--- src/logic/risc_pkg.sv ---
package risc_pkg;

    localparam int data_w  = 16;
    localparam int addr_w  = 8;
    localparam int reg_cnt = 8;
    localparam int reg_aw  = $clog2(reg_cnt);

    // bit positions inside the status register
    localparam int flag_z = 0;
    localparam int flag_n = 1;
    localparam int flag_v = 2;

    // op field values of the two MOV forms
    localparam logic [1:0] mov_reg = 2'b00;
    localparam logic [1:0] mov_imm = 2'b10;

    typedef enum logic [2:0] {
        op_str  = 3'b100,
        op_alu  = 3'b101,
        op_mov  = 3'b110,
        op_halt = 3'b111
    } opcode_t;

    typedef enum logic [1:0] {
        alu_add = 2'b00,
        alu_cmp = 2'b01,
        alu_and = 2'b10,
        alu_mvn = 2'b11
    } alu_op_t;

    typedef enum logic [1:0] {
        sh_none = 2'b00,
        sh_lsl  = 2'b01,
        sh_lsr  = 2'b10,
        sh_asr  = 2'b11
    } shift_t;

    typedef enum logic [4:0] {
        s_rst, s_fetch, s_decode, s_halt,
        s_movi, s_movr1, s_movr2, s_movr3,
        s_add1, s_add2, s_add3, s_add4,
        s_cmp1, s_cmp2, s_cmp3,
        s_and1, s_and2, s_and3, s_and4,
        s_mvn1, s_mvn2, s_mvn3,
        s_str1, s_str2, s_str3, s_str4
    } state_t;

    typedef enum logic [1:0] {
        sel_rm = 2'b00,
        sel_rd = 2'b01,
        sel_rn = 2'b10
    } reg_sel_t;

    typedef enum logic [1:0] {
        wb_c   = 2'b00,
        wb_imm = 2'b10
    } wb_sel_t;

    function automatic opcode_t instr_opcode(input logic [data_w-1:0] instr);
        return opcode_t'(instr[15:13]);
    endfunction

    function automatic alu_op_t instr_alu_op(input logic [data_w-1:0] instr);
        return alu_op_t'(instr[12:11]);
    endfunction

endpackage
--- src/logic/dp_ctrl_if.sv ---
`timescale 1ns/1ps

interface dp_ctrl_if import risc_pkg::*; ();

    // register file addressing and write-back
    reg_sel_t reg_sel;
    wb_sel_t  wb_sel;
    logic     w_en;

    // pipeline register loads
    logic     en_a;
    logic     en_b;
    logic     en_c;
    logic     en_status;

    // operand overrides
    logic     sel_a;
    logic     sel_b;

    modport ctrl (
        output reg_sel, wb_sel, w_en,
        output en_a, en_b, en_c, en_status,
        output sel_a, sel_b
    );

    modport dp (
        input reg_sel, wb_sel, w_en,
        input en_a, en_b, en_c, en_status,
        input sel_a, sel_b
    );

endinterface

--- src/logic/risc_cpu.sv ---
`timescale 1ns/1ps

module risc_cpu import risc_pkg::*; (
    input  logic              clk,
    input  logic              rst_n,
    input  logic [data_w-1:0] wb_dat_i,
    input  logic              wb_ack,
    output logic              wb_cyc,
    output logic              wb_stb,
    output logic              wb_we,
    output logic [addr_w-1:0] wb_adr,
    output logic [data_w-1:0] wb_dat_o,
    output logic              halted,
    output logic [2:0]        status
);

    logic [data_w-1:0] instr;
    logic [data_w-1:0] c_out;
    logic [data_w-1:0] b_out;
    logic              fetch_req;
    logic              store_req;
    logic              load_ir;
    logic              load_pc;
    logic              clear_pc;
    logic              load_addr;
    logic              ack;

    dp_ctrl_if i_dp_ctrl ();

    controller i_controller (
        .clk       (clk),
        .rst_n     (rst_n),
        .instr     (instr),
        .ack       (ack),
        .fetch_req (fetch_req),
        .store_req (store_req),
        .load_ir   (load_ir),
        .load_pc   (load_pc),
        .clear_pc  (clear_pc),
        .load_addr (load_addr),
        .halted    (halted),
        .dp_ctrl   (i_dp_ctrl.ctrl)
    );

    bus_unit i_bus_unit (
        .clk       (clk),
        .rst_n     (rst_n),
        .fetch_req (fetch_req),
        .store_req (store_req),
        .load_ir   (load_ir),
        .load_pc   (load_pc),
        .clear_pc  (clear_pc),
        .load_addr (load_addr),
        .c_out     (c_out),
        .b_out     (b_out),
        .wb_dat_i  (wb_dat_i),
        .wb_ack    (wb_ack),
        .instr     (instr),
        .wb_cyc    (wb_cyc),
        .wb_stb    (wb_stb),
        .wb_we     (wb_we),
        .wb_adr    (wb_adr),
        .wb_dat_o  (wb_dat_o),
        .ack       (ack)
    );

    datapath i_datapath (
        .clk     (clk),
        .rst_n   (rst_n),
        .instr   (instr),
        .dp_ctrl (i_dp_ctrl.dp),
        .c_out   (c_out),
        .b_out   (b_out),
        .status  (status)
    );

endmodule

--- src/logic/controller.sv ---
`timescale 1ns/1ps

module controller import risc_pkg::*; (
    input  logic              clk,
    input  logic              rst_n,
    input  logic [data_w-1:0] instr,
    input  logic              ack,
    output logic              fetch_req,
    output logic              store_req,
    output logic              load_ir,
    output logic              load_pc,
    output logic              clear_pc,
    output logic              load_addr,
    output logic              halted,
    dp_ctrl_if.ctrl           dp_ctrl
);

    state_t  state;
    state_t  state_nxt;
    opcode_t opcode;
    alu_op_t alu_op;

    assign opcode = instr_opcode(instr);
    assign alu_op = instr_alu_op(instr);

    // ~~~~~~~~~~~~~~~~~~~~~~~~~~~~~~~~~~~~~~~~~~~~~~~~~~~~~~~~~
    // state register and transitions
    // ~~~~~~~~~~~~~~~~~~~~~~~~~~~~~~~~~~~~~~~~~~~~~~~~~~~~~~~~~

    always_ff @(posedge clk) begin
        if (!rst_n) begin
            state <= s_rst;
        end else begin
            state <= state_nxt;
        end
    end

    always_comb begin
        state_nxt = state;
        case (state)
            s_rst:    state_nxt = s_fetch;
            // wait here until the memory answers
            s_fetch:  state_nxt = ack ? s_decode : s_fetch;
            s_decode: begin
                case (opcode)
                    op_alu: begin
                        case (alu_op)
                            alu_add: state_nxt = s_add1;
                            alu_cmp: state_nxt = s_cmp1;
                            alu_and: state_nxt = s_and1;
                            default: state_nxt = s_mvn1;
                        endcase
                    end
                    op_mov: begin
                        if (alu_op == mov_imm) begin
                            state_nxt = s_movi;
                        end else if (alu_op == mov_reg) begin
                            state_nxt = s_movr1;
                        end else begin
                            state_nxt = s_fetch;
                        end
                    end
                    op_str:  state_nxt = s_str1;
                    op_halt: state_nxt = s_halt;
                    default: state_nxt = s_fetch;
                endcase
            end
            s_movi:   state_nxt = s_fetch;
            s_movr1:  state_nxt = s_movr2;
            s_movr2:  state_nxt = s_movr3;
            s_add1:   state_nxt = s_add2;
            s_add2:   state_nxt = s_add3;
            s_add3:   state_nxt = s_add4;
            s_cmp1:   state_nxt = s_cmp2;
            s_cmp2:   state_nxt = s_cmp3;
            s_and1:   state_nxt = s_and2;
            s_and2:   state_nxt = s_and3;
            s_and3:   state_nxt = s_and4;
            s_mvn1:   state_nxt = s_mvn2;
            s_mvn2:   state_nxt = s_mvn3;
            s_str1:   state_nxt = s_str2;
            s_str2:   state_nxt = s_str3;
            s_str3:   state_nxt = s_str4;
            s_str4:   state_nxt = ack ? s_fetch : s_str4;
            s_halt:   state_nxt = s_halt;
            s_movr3, s_add4, s_cmp3, s_and4, s_mvn3: state_nxt = s_fetch;
            default:  state_nxt = s_rst;
        endcase
    end

    // ~~~~~~~~~~~~~~~~~~~~~~~~~~~~~~~~~~~~~~~~~~~~~~~~~~~~~~~~~
    // moore outputs
    // ~~~~~~~~~~~~~~~~~~~~~~~~~~~~~~~~~~~~~~~~~~~~~~~~~~~~~~~~~

    always_comb begin
        dp_ctrl.reg_sel   = sel_rm;
        dp_ctrl.wb_sel    = wb_c;
        dp_ctrl.w_en      = 1'b0;
        dp_ctrl.en_a      = 1'b0;
        dp_ctrl.en_b      = 1'b0;
        dp_ctrl.en_c      = 1'b0;
        dp_ctrl.en_status = 1'b0;
        dp_ctrl.sel_a     = 1'b0;
        dp_ctrl.sel_b     = 1'b0;
        case (state)
            // first operand from Rn
            s_add1, s_cmp1, s_and1, s_str1: begin
                dp_ctrl.reg_sel = sel_rn;
                dp_ctrl.en_a    = 1'b1;
            end
            // second operand from Rm
            s_add2, s_cmp2, s_and2, s_movr1, s_mvn1: begin
                dp_ctrl.reg_sel = sel_rm;
                dp_ctrl.en_b    = 1'b1;
            end
            s_add3, s_and3: dp_ctrl.en_c = 1'b1;
            // B alone, A forced to zero
            s_movr2, s_mvn2: begin
                dp_ctrl.sel_a = 1'b1;
                dp_ctrl.en_c  = 1'b1;
            end
            s_add4, s_and4, s_movr3, s_mvn3: begin
                dp_ctrl.reg_sel = sel_rd;
                dp_ctrl.w_en    = 1'b1;
            end
            s_movi: begin
                dp_ctrl.reg_sel = sel_rn;
                dp_ctrl.wb_sel  = wb_imm;
                dp_ctrl.w_en    = 1'b1;
            end
            s_cmp3: dp_ctrl.en_status = 1'b1;
            // address is Rn plus imm5
            s_str2: begin
                dp_ctrl.sel_b = 1'b1;
                dp_ctrl.en_c  = 1'b1;
            end
            // store data from Rd
            s_str3: begin
                dp_ctrl.reg_sel = sel_rd;
                dp_ctrl.en_b    = 1'b1;
            end
            default: ;
        endcase
    end

    assign fetch_req = (state == s_rst) || (state == s_fetch);
    assign clear_pc  = (state == s_rst);
    assign load_ir   = (state == s_fetch);
    assign load_pc   = (state == s_fetch);
    assign load_addr = (state == s_str3);
    assign store_req = (state == s_str4);
    assign halted    = (state == s_halt);

    a_wen_status_excl: assert property (
        @(posedge clk) disable iff (!rst_n) !(dp_ctrl.w_en && dp_ctrl.en_status)
    );

    // halt is left only through reset
    a_halted_sticky: assert property (
        @(posedge clk) disable iff (!rst_n) halted |=> halted
    );

endmodule

--- src/logic/bus_unit.sv ---
`timescale 1ns/1ps

module bus_unit import risc_pkg::*; (
    input  logic              clk,
    input  logic              rst_n,
    input  logic              fetch_req,
    input  logic              store_req,
    input  logic              load_ir,
    input  logic              load_pc,
    input  logic              clear_pc,
    input  logic              load_addr,
    input  logic [data_w-1:0] c_out,
    input  logic [data_w-1:0] b_out,
    input  logic [data_w-1:0] wb_dat_i,
    input  logic              wb_ack,
    output logic [data_w-1:0] instr,
    output logic              wb_cyc,
    output logic              wb_stb,
    output logic              wb_we,
    output logic [addr_w-1:0] wb_adr,
    output logic [data_w-1:0] wb_dat_o,
    output logic              ack
);

    logic [addr_w-1:0] pc;
    logic [addr_w-1:0] addr_q;
    logic              cyc_q;
    logic              start;

    assign ack   = wb_ack && cyc_q;
    assign start = !cyc_q && (fetch_req || store_req);

    always_ff @(posedge clk) begin
        if (!rst_n) begin
            pc <= '0;
        end else if (clear_pc) begin
            pc <= '0;
        end else if (load_pc && ack) begin
            pc <= pc + 1'b1;
        end
    end

    always_ff @(posedge clk) begin
        if (load_ir && ack) instr <= wb_dat_i;
        if (load_addr) addr_q <= c_out[addr_w-1:0];
    end

    // ~~~~~~~~~~~~~~~~~~~~~~~~~~~~~~~~~~~~~~~~~~~~~~~~~~~~~~~~~
    // wishbone classic master
    // ~~~~~~~~~~~~~~~~~~~~~~~~~~~~~~~~~~~~~~~~~~~~~~~~~~~~~~~~~

    always_ff @(posedge clk) begin
        if (!rst_n) begin
            cyc_q <= 1'b0;
            wb_we <= 1'b0;
        end else if (cyc_q) begin
            if (wb_ack) begin
                cyc_q <= 1'b0;
                wb_we <= 1'b0;
            end
        end else if (start) begin
            cyc_q <= 1'b1;
            wb_we <= store_req;
        end
    end

    // address and data only change between cycles
    always_ff @(posedge clk) begin
        if (start) begin
            wb_adr   <= store_req ? addr_q : (clear_pc ? '0 : pc);
            wb_dat_o <= b_out;
        end
    end

    assign wb_cyc = cyc_q;
    assign wb_stb = cyc_q;

    a_stb_hold: assert property (
        @(posedge clk) disable iff (!rst_n)
        (wb_stb && !wb_ack) |=> (wb_stb && $stable(wb_adr) && $stable(wb_we))
    );

endmodule

--- src/logic/datapath.sv ---
`timescale 1ns/1ps

module datapath import risc_pkg::*; (
    input  logic              clk,
    input  logic              rst_n,
    input  logic [data_w-1:0] instr,
    dp_ctrl_if.dp             dp_ctrl,
    output logic [data_w-1:0] c_out,
    output logic [data_w-1:0] b_out,
    output logic [2:0]        status
);

    logic [reg_aw-1:0] reg_addr;
    logic [data_w-1:0] rd_data;
    logic [data_w-1:0] wr_data;
    logic [data_w-1:0] a_q;
    logic [data_w-1:0] b_q;
    logic [data_w-1:0] c_q;
    logic [data_w-1:0] a_in;
    logic [data_w-1:0] b_in;
    logic [data_w-1:0] imm8_sx;
    logic [data_w-1:0] imm5_sx;
    logic [data_w-1:0] alu_res;
    logic [2:0]        alu_flags;
    shift_t            sh_code;
    alu_op_t           alu_op;

    assign imm8_sx = {{(data_w-8){instr[7]}}, instr[7:0]};
    assign imm5_sx = {{(data_w-5){instr[4]}}, instr[4:0]};

    always_comb begin
        case (dp_ctrl.reg_sel)
            sel_rn:  reg_addr = instr[10:8];
            sel_rd:  reg_addr = instr[7:5];
            default: reg_addr = instr[2:0];
        endcase
    end

    assign wr_data = (dp_ctrl.wb_sel == wb_imm) ? imm8_sx : c_q;

    reg_file i_reg_file (
        .clk    (clk),
        .w_en   (dp_ctrl.w_en),
        .w_addr (reg_addr),
        .r_addr (reg_addr),
        .w_data (wr_data),
        .r_data (rd_data)
    );

    always_ff @(posedge clk) begin
        if (dp_ctrl.en_a) a_q <= rd_data;
        if (dp_ctrl.en_b) b_q <= rd_data;
        if (dp_ctrl.en_c) c_q <= alu_res;
    end

    // STR adds imm5 without a shift
    // the sh bits overlap the immediate
    assign a_in    = dp_ctrl.sel_a ? '0 : a_q;
    assign b_in    = dp_ctrl.sel_b ? imm5_sx : b_q;
    assign sh_code = dp_ctrl.sel_b ? sh_none : shift_t'(instr[4:3]);
    assign alu_op  = dp_ctrl.sel_b ? alu_add : instr_alu_op(instr);

    alu_shifter i_alu_shifter (
        .a      (a_in),
        .b      (b_in),
        .shift  (sh_code),
        .alu_op (alu_op),
        .result (alu_res),
        .flags  (alu_flags)
    );

    always_ff @(posedge clk) begin
        if (!rst_n) begin
            status <= '0;
        end else if (dp_ctrl.en_status) begin
            status <= alu_flags;
        end
    end

    assign c_out = c_q;
    assign b_out = b_q;

endmodule

--- src/logic/alu_shifter.sv ---
`timescale 1ns/1ps

module alu_shifter import risc_pkg::*; (
    input  logic [data_w-1:0] a,
    input  logic [data_w-1:0] b,
    input  shift_t            shift,
    input  alu_op_t           alu_op,
    output logic [data_w-1:0] result,
    output logic [2:0]        flags
);

    localparam int msb = data_w - 1;

    logic [data_w-1:0] b_sh;
    logic [data_w-1:0] sum;
    logic [data_w-1:0] diff;
    logic              ovf;

    always_comb begin
        case (shift)
            sh_lsl:  b_sh = {b[msb-1:0], 1'b0};
            sh_lsr:  b_sh = {1'b0, b[msb:1]};
            sh_asr:  b_sh = {b[msb], b[msb:1]};
            default: b_sh = b;
        endcase
    end

    assign sum  = a + b_sh;
    assign diff = a - b_sh;

    always_comb begin
        ovf = 1'b0;
        case (alu_op)
            alu_add: begin
                result = sum;
                ovf    = (a[msb] == b_sh[msb]) && (sum[msb] != a[msb]);
            end
            // compare is a minus b
            alu_cmp: begin
                result = diff;
                ovf    = (a[msb] != b_sh[msb]) && (diff[msb] != a[msb]);
            end
            alu_and: result = a & b_sh;
            default: result = ~b_sh;
        endcase
    end

    always_comb begin
        flags         = '0;
        flags[flag_z] = (result == '0);
        flags[flag_n] = result[msb];
        flags[flag_v] = ovf;
    end

endmodule

--- src/logic/reg_file.sv ---
`timescale 1ns/1ps

module reg_file import risc_pkg::*; (
    input  logic              clk,
    input  logic              w_en,
    input  logic [reg_aw-1:0] w_addr,
    input  logic [reg_aw-1:0] r_addr,
    input  logic [data_w-1:0] w_data,
    output logic [data_w-1:0] r_data
);

    logic [data_w-1:0] regs [reg_cnt];

    always_ff @(posedge clk) begin
        if (w_en) begin
            regs[w_addr] <= w_data;
        end
    end

    // read is combinational
    assign r_data = regs[r_addr];

endmodule

--- config.mk ---
export PLATFORM = sky130hd
export DESIGN_NAME = risc_cpu
export DESIGN_NICKNAME = d
export VERILOG_FILES = /design/src/logic/risc_pkg.sv /design/src/logic/dp_ctrl_if.sv /design/src/logic/risc_cpu.sv /design/src/logic/controller.sv /design/src/logic/bus_unit.sv /design/src/logic/datapath.sv /design/src/logic/alu_shifter.sv /design/src/logic/reg_file.sv
export SDC_FILE = /design/constraint.sdc
export NUM_CORES = 1
export LEC_CHECK = 0
export BUFFER_PORTS_ARGS = -buffer_cell sky130_fd_sc_hd__buf_4
export CORE_UTILIZATION = 35
export CTS_BUF_LIST = sky130_fd_sc_hd__clkbuf_8
export CTS_CLUSTER_DIAMETER = 150
export DETAILED_ROUTE_END_ITERATION = 8
export GPL_TIMING_DRIVEN = 0
export SETUP_SLACK_MARGIN = 0.3
export SYNTH_ARGS = -nofsm -noshare
export SYNTH_HDL_FRONTEND = slang
export SYNTH_SLANG_ARGS = --single-unit
--- constraint.sdc ---
create_clock -name clk -period 5.75 [get_ports clk]
set_clock_uncertainty 0.1 [all_clocks]
set_input_delay 0.575 -clock clk [delete_from_list [all_inputs] [get_ports clk]]
set_output_delay 0.575 -clock clk [all_outputs]
set_load 0.01 [all_outputs]
==> reports/qor.txt <==
Via count - 8747
# DRC - 0
Via/cell ratio - 5.48
Crit start category - flip-flop
CP peak stage delay - 0.58 ns
Crit path cell chain - clkbuf_1 > clkbuf_1 > nor2_1 > o211ai_1 > o21ai_4 > nand2b_1 > ha_1 > clkbuf_1 > nand2_1 > o21a_1 > nor3_2 > clkbuf_1 > nor2b_2 > buf_8
Largest net degree at the start of global routing - 18
Iter 0 DRT Violations - 1025
Sequential-to-total area share from yosys stat - 59.1%
Worst min-delay path class - primary input to flip-flop
Clk buf depth - 3
Root buffer cell - clkbuf_8
Data arrival time of the critical path - 5.44 ns
Ant diodes - 0
Area of the multi-input gates - 4670 um2
Pre-antenna DRT Iters - 5
Slew Limit Fails - 0
Met2 Use GR - 30.6%
Final Hold Viols - 0
Hold Slack - 0.0914 ns
Setup TNS - 0 ns
Total Die Area - 35000 um2
Reg2reg start - i_controller.state[0]
Non-filler cells, final - 1596
Most frequent cells in the layout - edfxtp_1, nor2_1, nand2_1
IO Pins - 50
Leak pwr - 5.00 nW
Cell Rows - 67
Initial antenna violation count - 0
Final wirelength - 32.5 mm
RSZ-0062 raised after global routing - yes
Final min period - 5.30 ns
Async set or reset register ratio after synthesis - 0%
CTS tree - yes
Synthesized area per cell - 11.9 um2
Register Area - 7090 um2
Die X - 187 um
Routability cong. - 0.928
Path type of the worst setup path - flip-flop to flip-flop
Die H - 187 um
Critical path capture point type - flip-flop
Global-route wire length before repair - 49.5 mm
CP bufs+invs - 5
Clk slew on worst S/H paths - 0.06 ns
Commonest non-fill, non-tap cell in the layout - edfxtp_1
CP max stage cell - nor2b_2
Fraction of final layout cells sized beyond drive strength 1 - 16.3%
Area growth, synth to finish - 17.2%
Measured slew at the worst slew-check pin - 1.16 ns
DR WL/cell - 20.4 um
NumNets Final - 1174
Grt met1 use - 24.7%
Total CTS buffers - 42
Port buffer count - 49
Count of state elements after synthesis - 242
Final setup viols - 0
Top_reg_cell synth - edfxtp_1
Peak VDD IR - 0.128 mV
Yosys cell types - 79
Filler cell count - 3130
Min-Delay Startpoint - wb_dat_i[6]
Global route total overflow - 0
Crit path max-delay family - buffers and inverters
Post-synth EDFFs - 224
Synth Instances - 1010
Placed instance count - 1519
Crit path required time - 5.89 ns
Post-synthesis instance area - 12000 um2
Gr busiest metal - met2
Yosys warning total - 0
Status - finished clean
Number of global-route vias before repair - 8354
GRT Overall Usage - 18.5%
Starting density of the core - 35.7%
PwrDens - 267 nW/um2
Max_cap viols - 0
Post-route ant nets - 0
H-tree levels - 2
Clock Sinks - 242
Fin crit share - 92.1%
Routing usage on met3 - 3.45%
Mapped Nets - 1069
CP Max Fanout - 17
DP HPWL - 23.9 mm
Fmax - 0.189 GHz
Worst setup path start - i_controller.state[0]
Clk_lat worst skew - 0.56 ns
Max transition margin - 22.2%
Core ar. - 33600 um2
Most used cell along the critical path - clkbuf_1
## final timing paths
| path | endpoint | slack [ns] | depth (start not counted) |
|---|---|---|---|
| hold reg to reg | i_bus_unit.addr_q[0] | 0.40 | 0 |
| setup / recovery | i_datapath.i_reg_file.regs[4][8] | 0.45 | 14 |
| setup reg to reg | i_datapath.i_reg_file.regs[4][8] | 0.45 | 14 |
| hold / removal | i_bus_unit.instr[6] | 0.09 | 1 |
## power breakdown
group | internal, mW | total, mW | switching, mW
clock network | 0.862 | 1.56 | 0.699
registers | 1.93 | 1.94 | 0.0125
logic | 0.0904 | 0.241 | 0.151
total | 2.88 | 3.75 | 0.862
## flip-flops by register name, summed over array words and instances, names as in the netlist
| signal | cells |
|---|---|
| i_bus_unit.wb_adr | 8 |
| i_controller.state | 5 |
| i_datapath.i_reg_file.regs | 128 |
| i_bus_unit.wb_we | 1 |
| i_datapath.c_out | 16 |
| i_bus_unit.instr | 16 |
| i_datapath.b_out | 16 |
| i_datapath.status | 3 |
| i_bus_unit.pc | 8 |
| i_datapath.a_q | 16 |
| i_bus_unit.wb_cyc | 1 |
| i_bus_unit.addr_q | 8 |
| i_bus_unit.wb_dat_o | 16 |
## kinds of logic (layout without fill, tap and decap cells)
kind of cell    after synthesis  in the layout  synth area share [%]
compound gates              302            302                  17.0
xor+xnor                     25             25                  1.83
fa+ha+maj                    40             40                  4.30
buf+inv                      89            227                  3.07
flops                       242            242                  59.1
mux                          32             32                  2.96
simple gates                280            280                  11.7
## stage by stage
step / power (mW) / utilization (%) / worst slack [ns] / area, um2
after floorplan: 2.12 / - / 0.478 / 12000
after global placement: 2.21 / 38.4 / -2.20 / 12900
after detailed placement: 2.22 / 39.1 / -0.0723 / 13200
after CTS: 3.77 / 41.7 / 0.354 / 14000
after global routing: 3.87 / 41.8 / 0.234 / 14100
final: 3.75 / 41.8 / 0.452 / 14100
## cells in the mapped netlist, drive strengths merged, types with 6 or more instances
cell    instances  area, um2
nor2           72        278
a21o           14        105
xnor2          16        140
edfxtp        224       6730
nand3          23        115
a21oi          68        355
nand4           8       50.1
o21ai          66        338
nand2b         13       81.3
a211oi         11       82.6
nand2          66        248
nor2b          20        125
o21a           10       75.1
dfxtp          18        360
o31ai          11       87.6
o211ai          6       45.0
and2           17        106
a22o           14        123
mux2i          22        220
buf            17       97.6
a31oi           6       37.5
mux2            8       90.1
a221oi          6       52.6
ha             38        475
nor3           24        120
and3            8       50.1
xor2            9       78.8
a22oi          33        248
nor4            8       62.6
inv            38        143
or3             7       43.8
clkbuf         32        120
o22ai          12       88.8
## layout make-up
class | instances | share of cell area, %
clock buffer | 45 | 4.41
clock inverter | 32 | 1.56
timing repair buffer | 61 | 3.75
buffer | 49 | 1.59
inverter | 40 | 1.07
multi-input combinational | 679 | 33.2
tap | 448 | 3.99
sequential | 242 | 50.4
## metal layers
| metal | share of wire (%) | vias up | wire length, um |
|---|---|---|---|
| li1 | - | 4090 | - |
| met4 | 1.6 | 0 | 536 |
| met1 | 44 | 4287 | 14300 |
| met3 | 6.5 | 46 | 2100 |
| met2 | 48 | 324 | 15600 |
| met5 | 0 | - | 0 |
## what timing repair did
item,in CTS,in global routing
hold buffers,0,0
buffers inserted,0,0
pin swaps,0,0
endpoints found under the setup margin,27,68
gates resized for setup,5,14
gates cloned,0,0
Note: power is estimated with default switching activity, not from simulation.
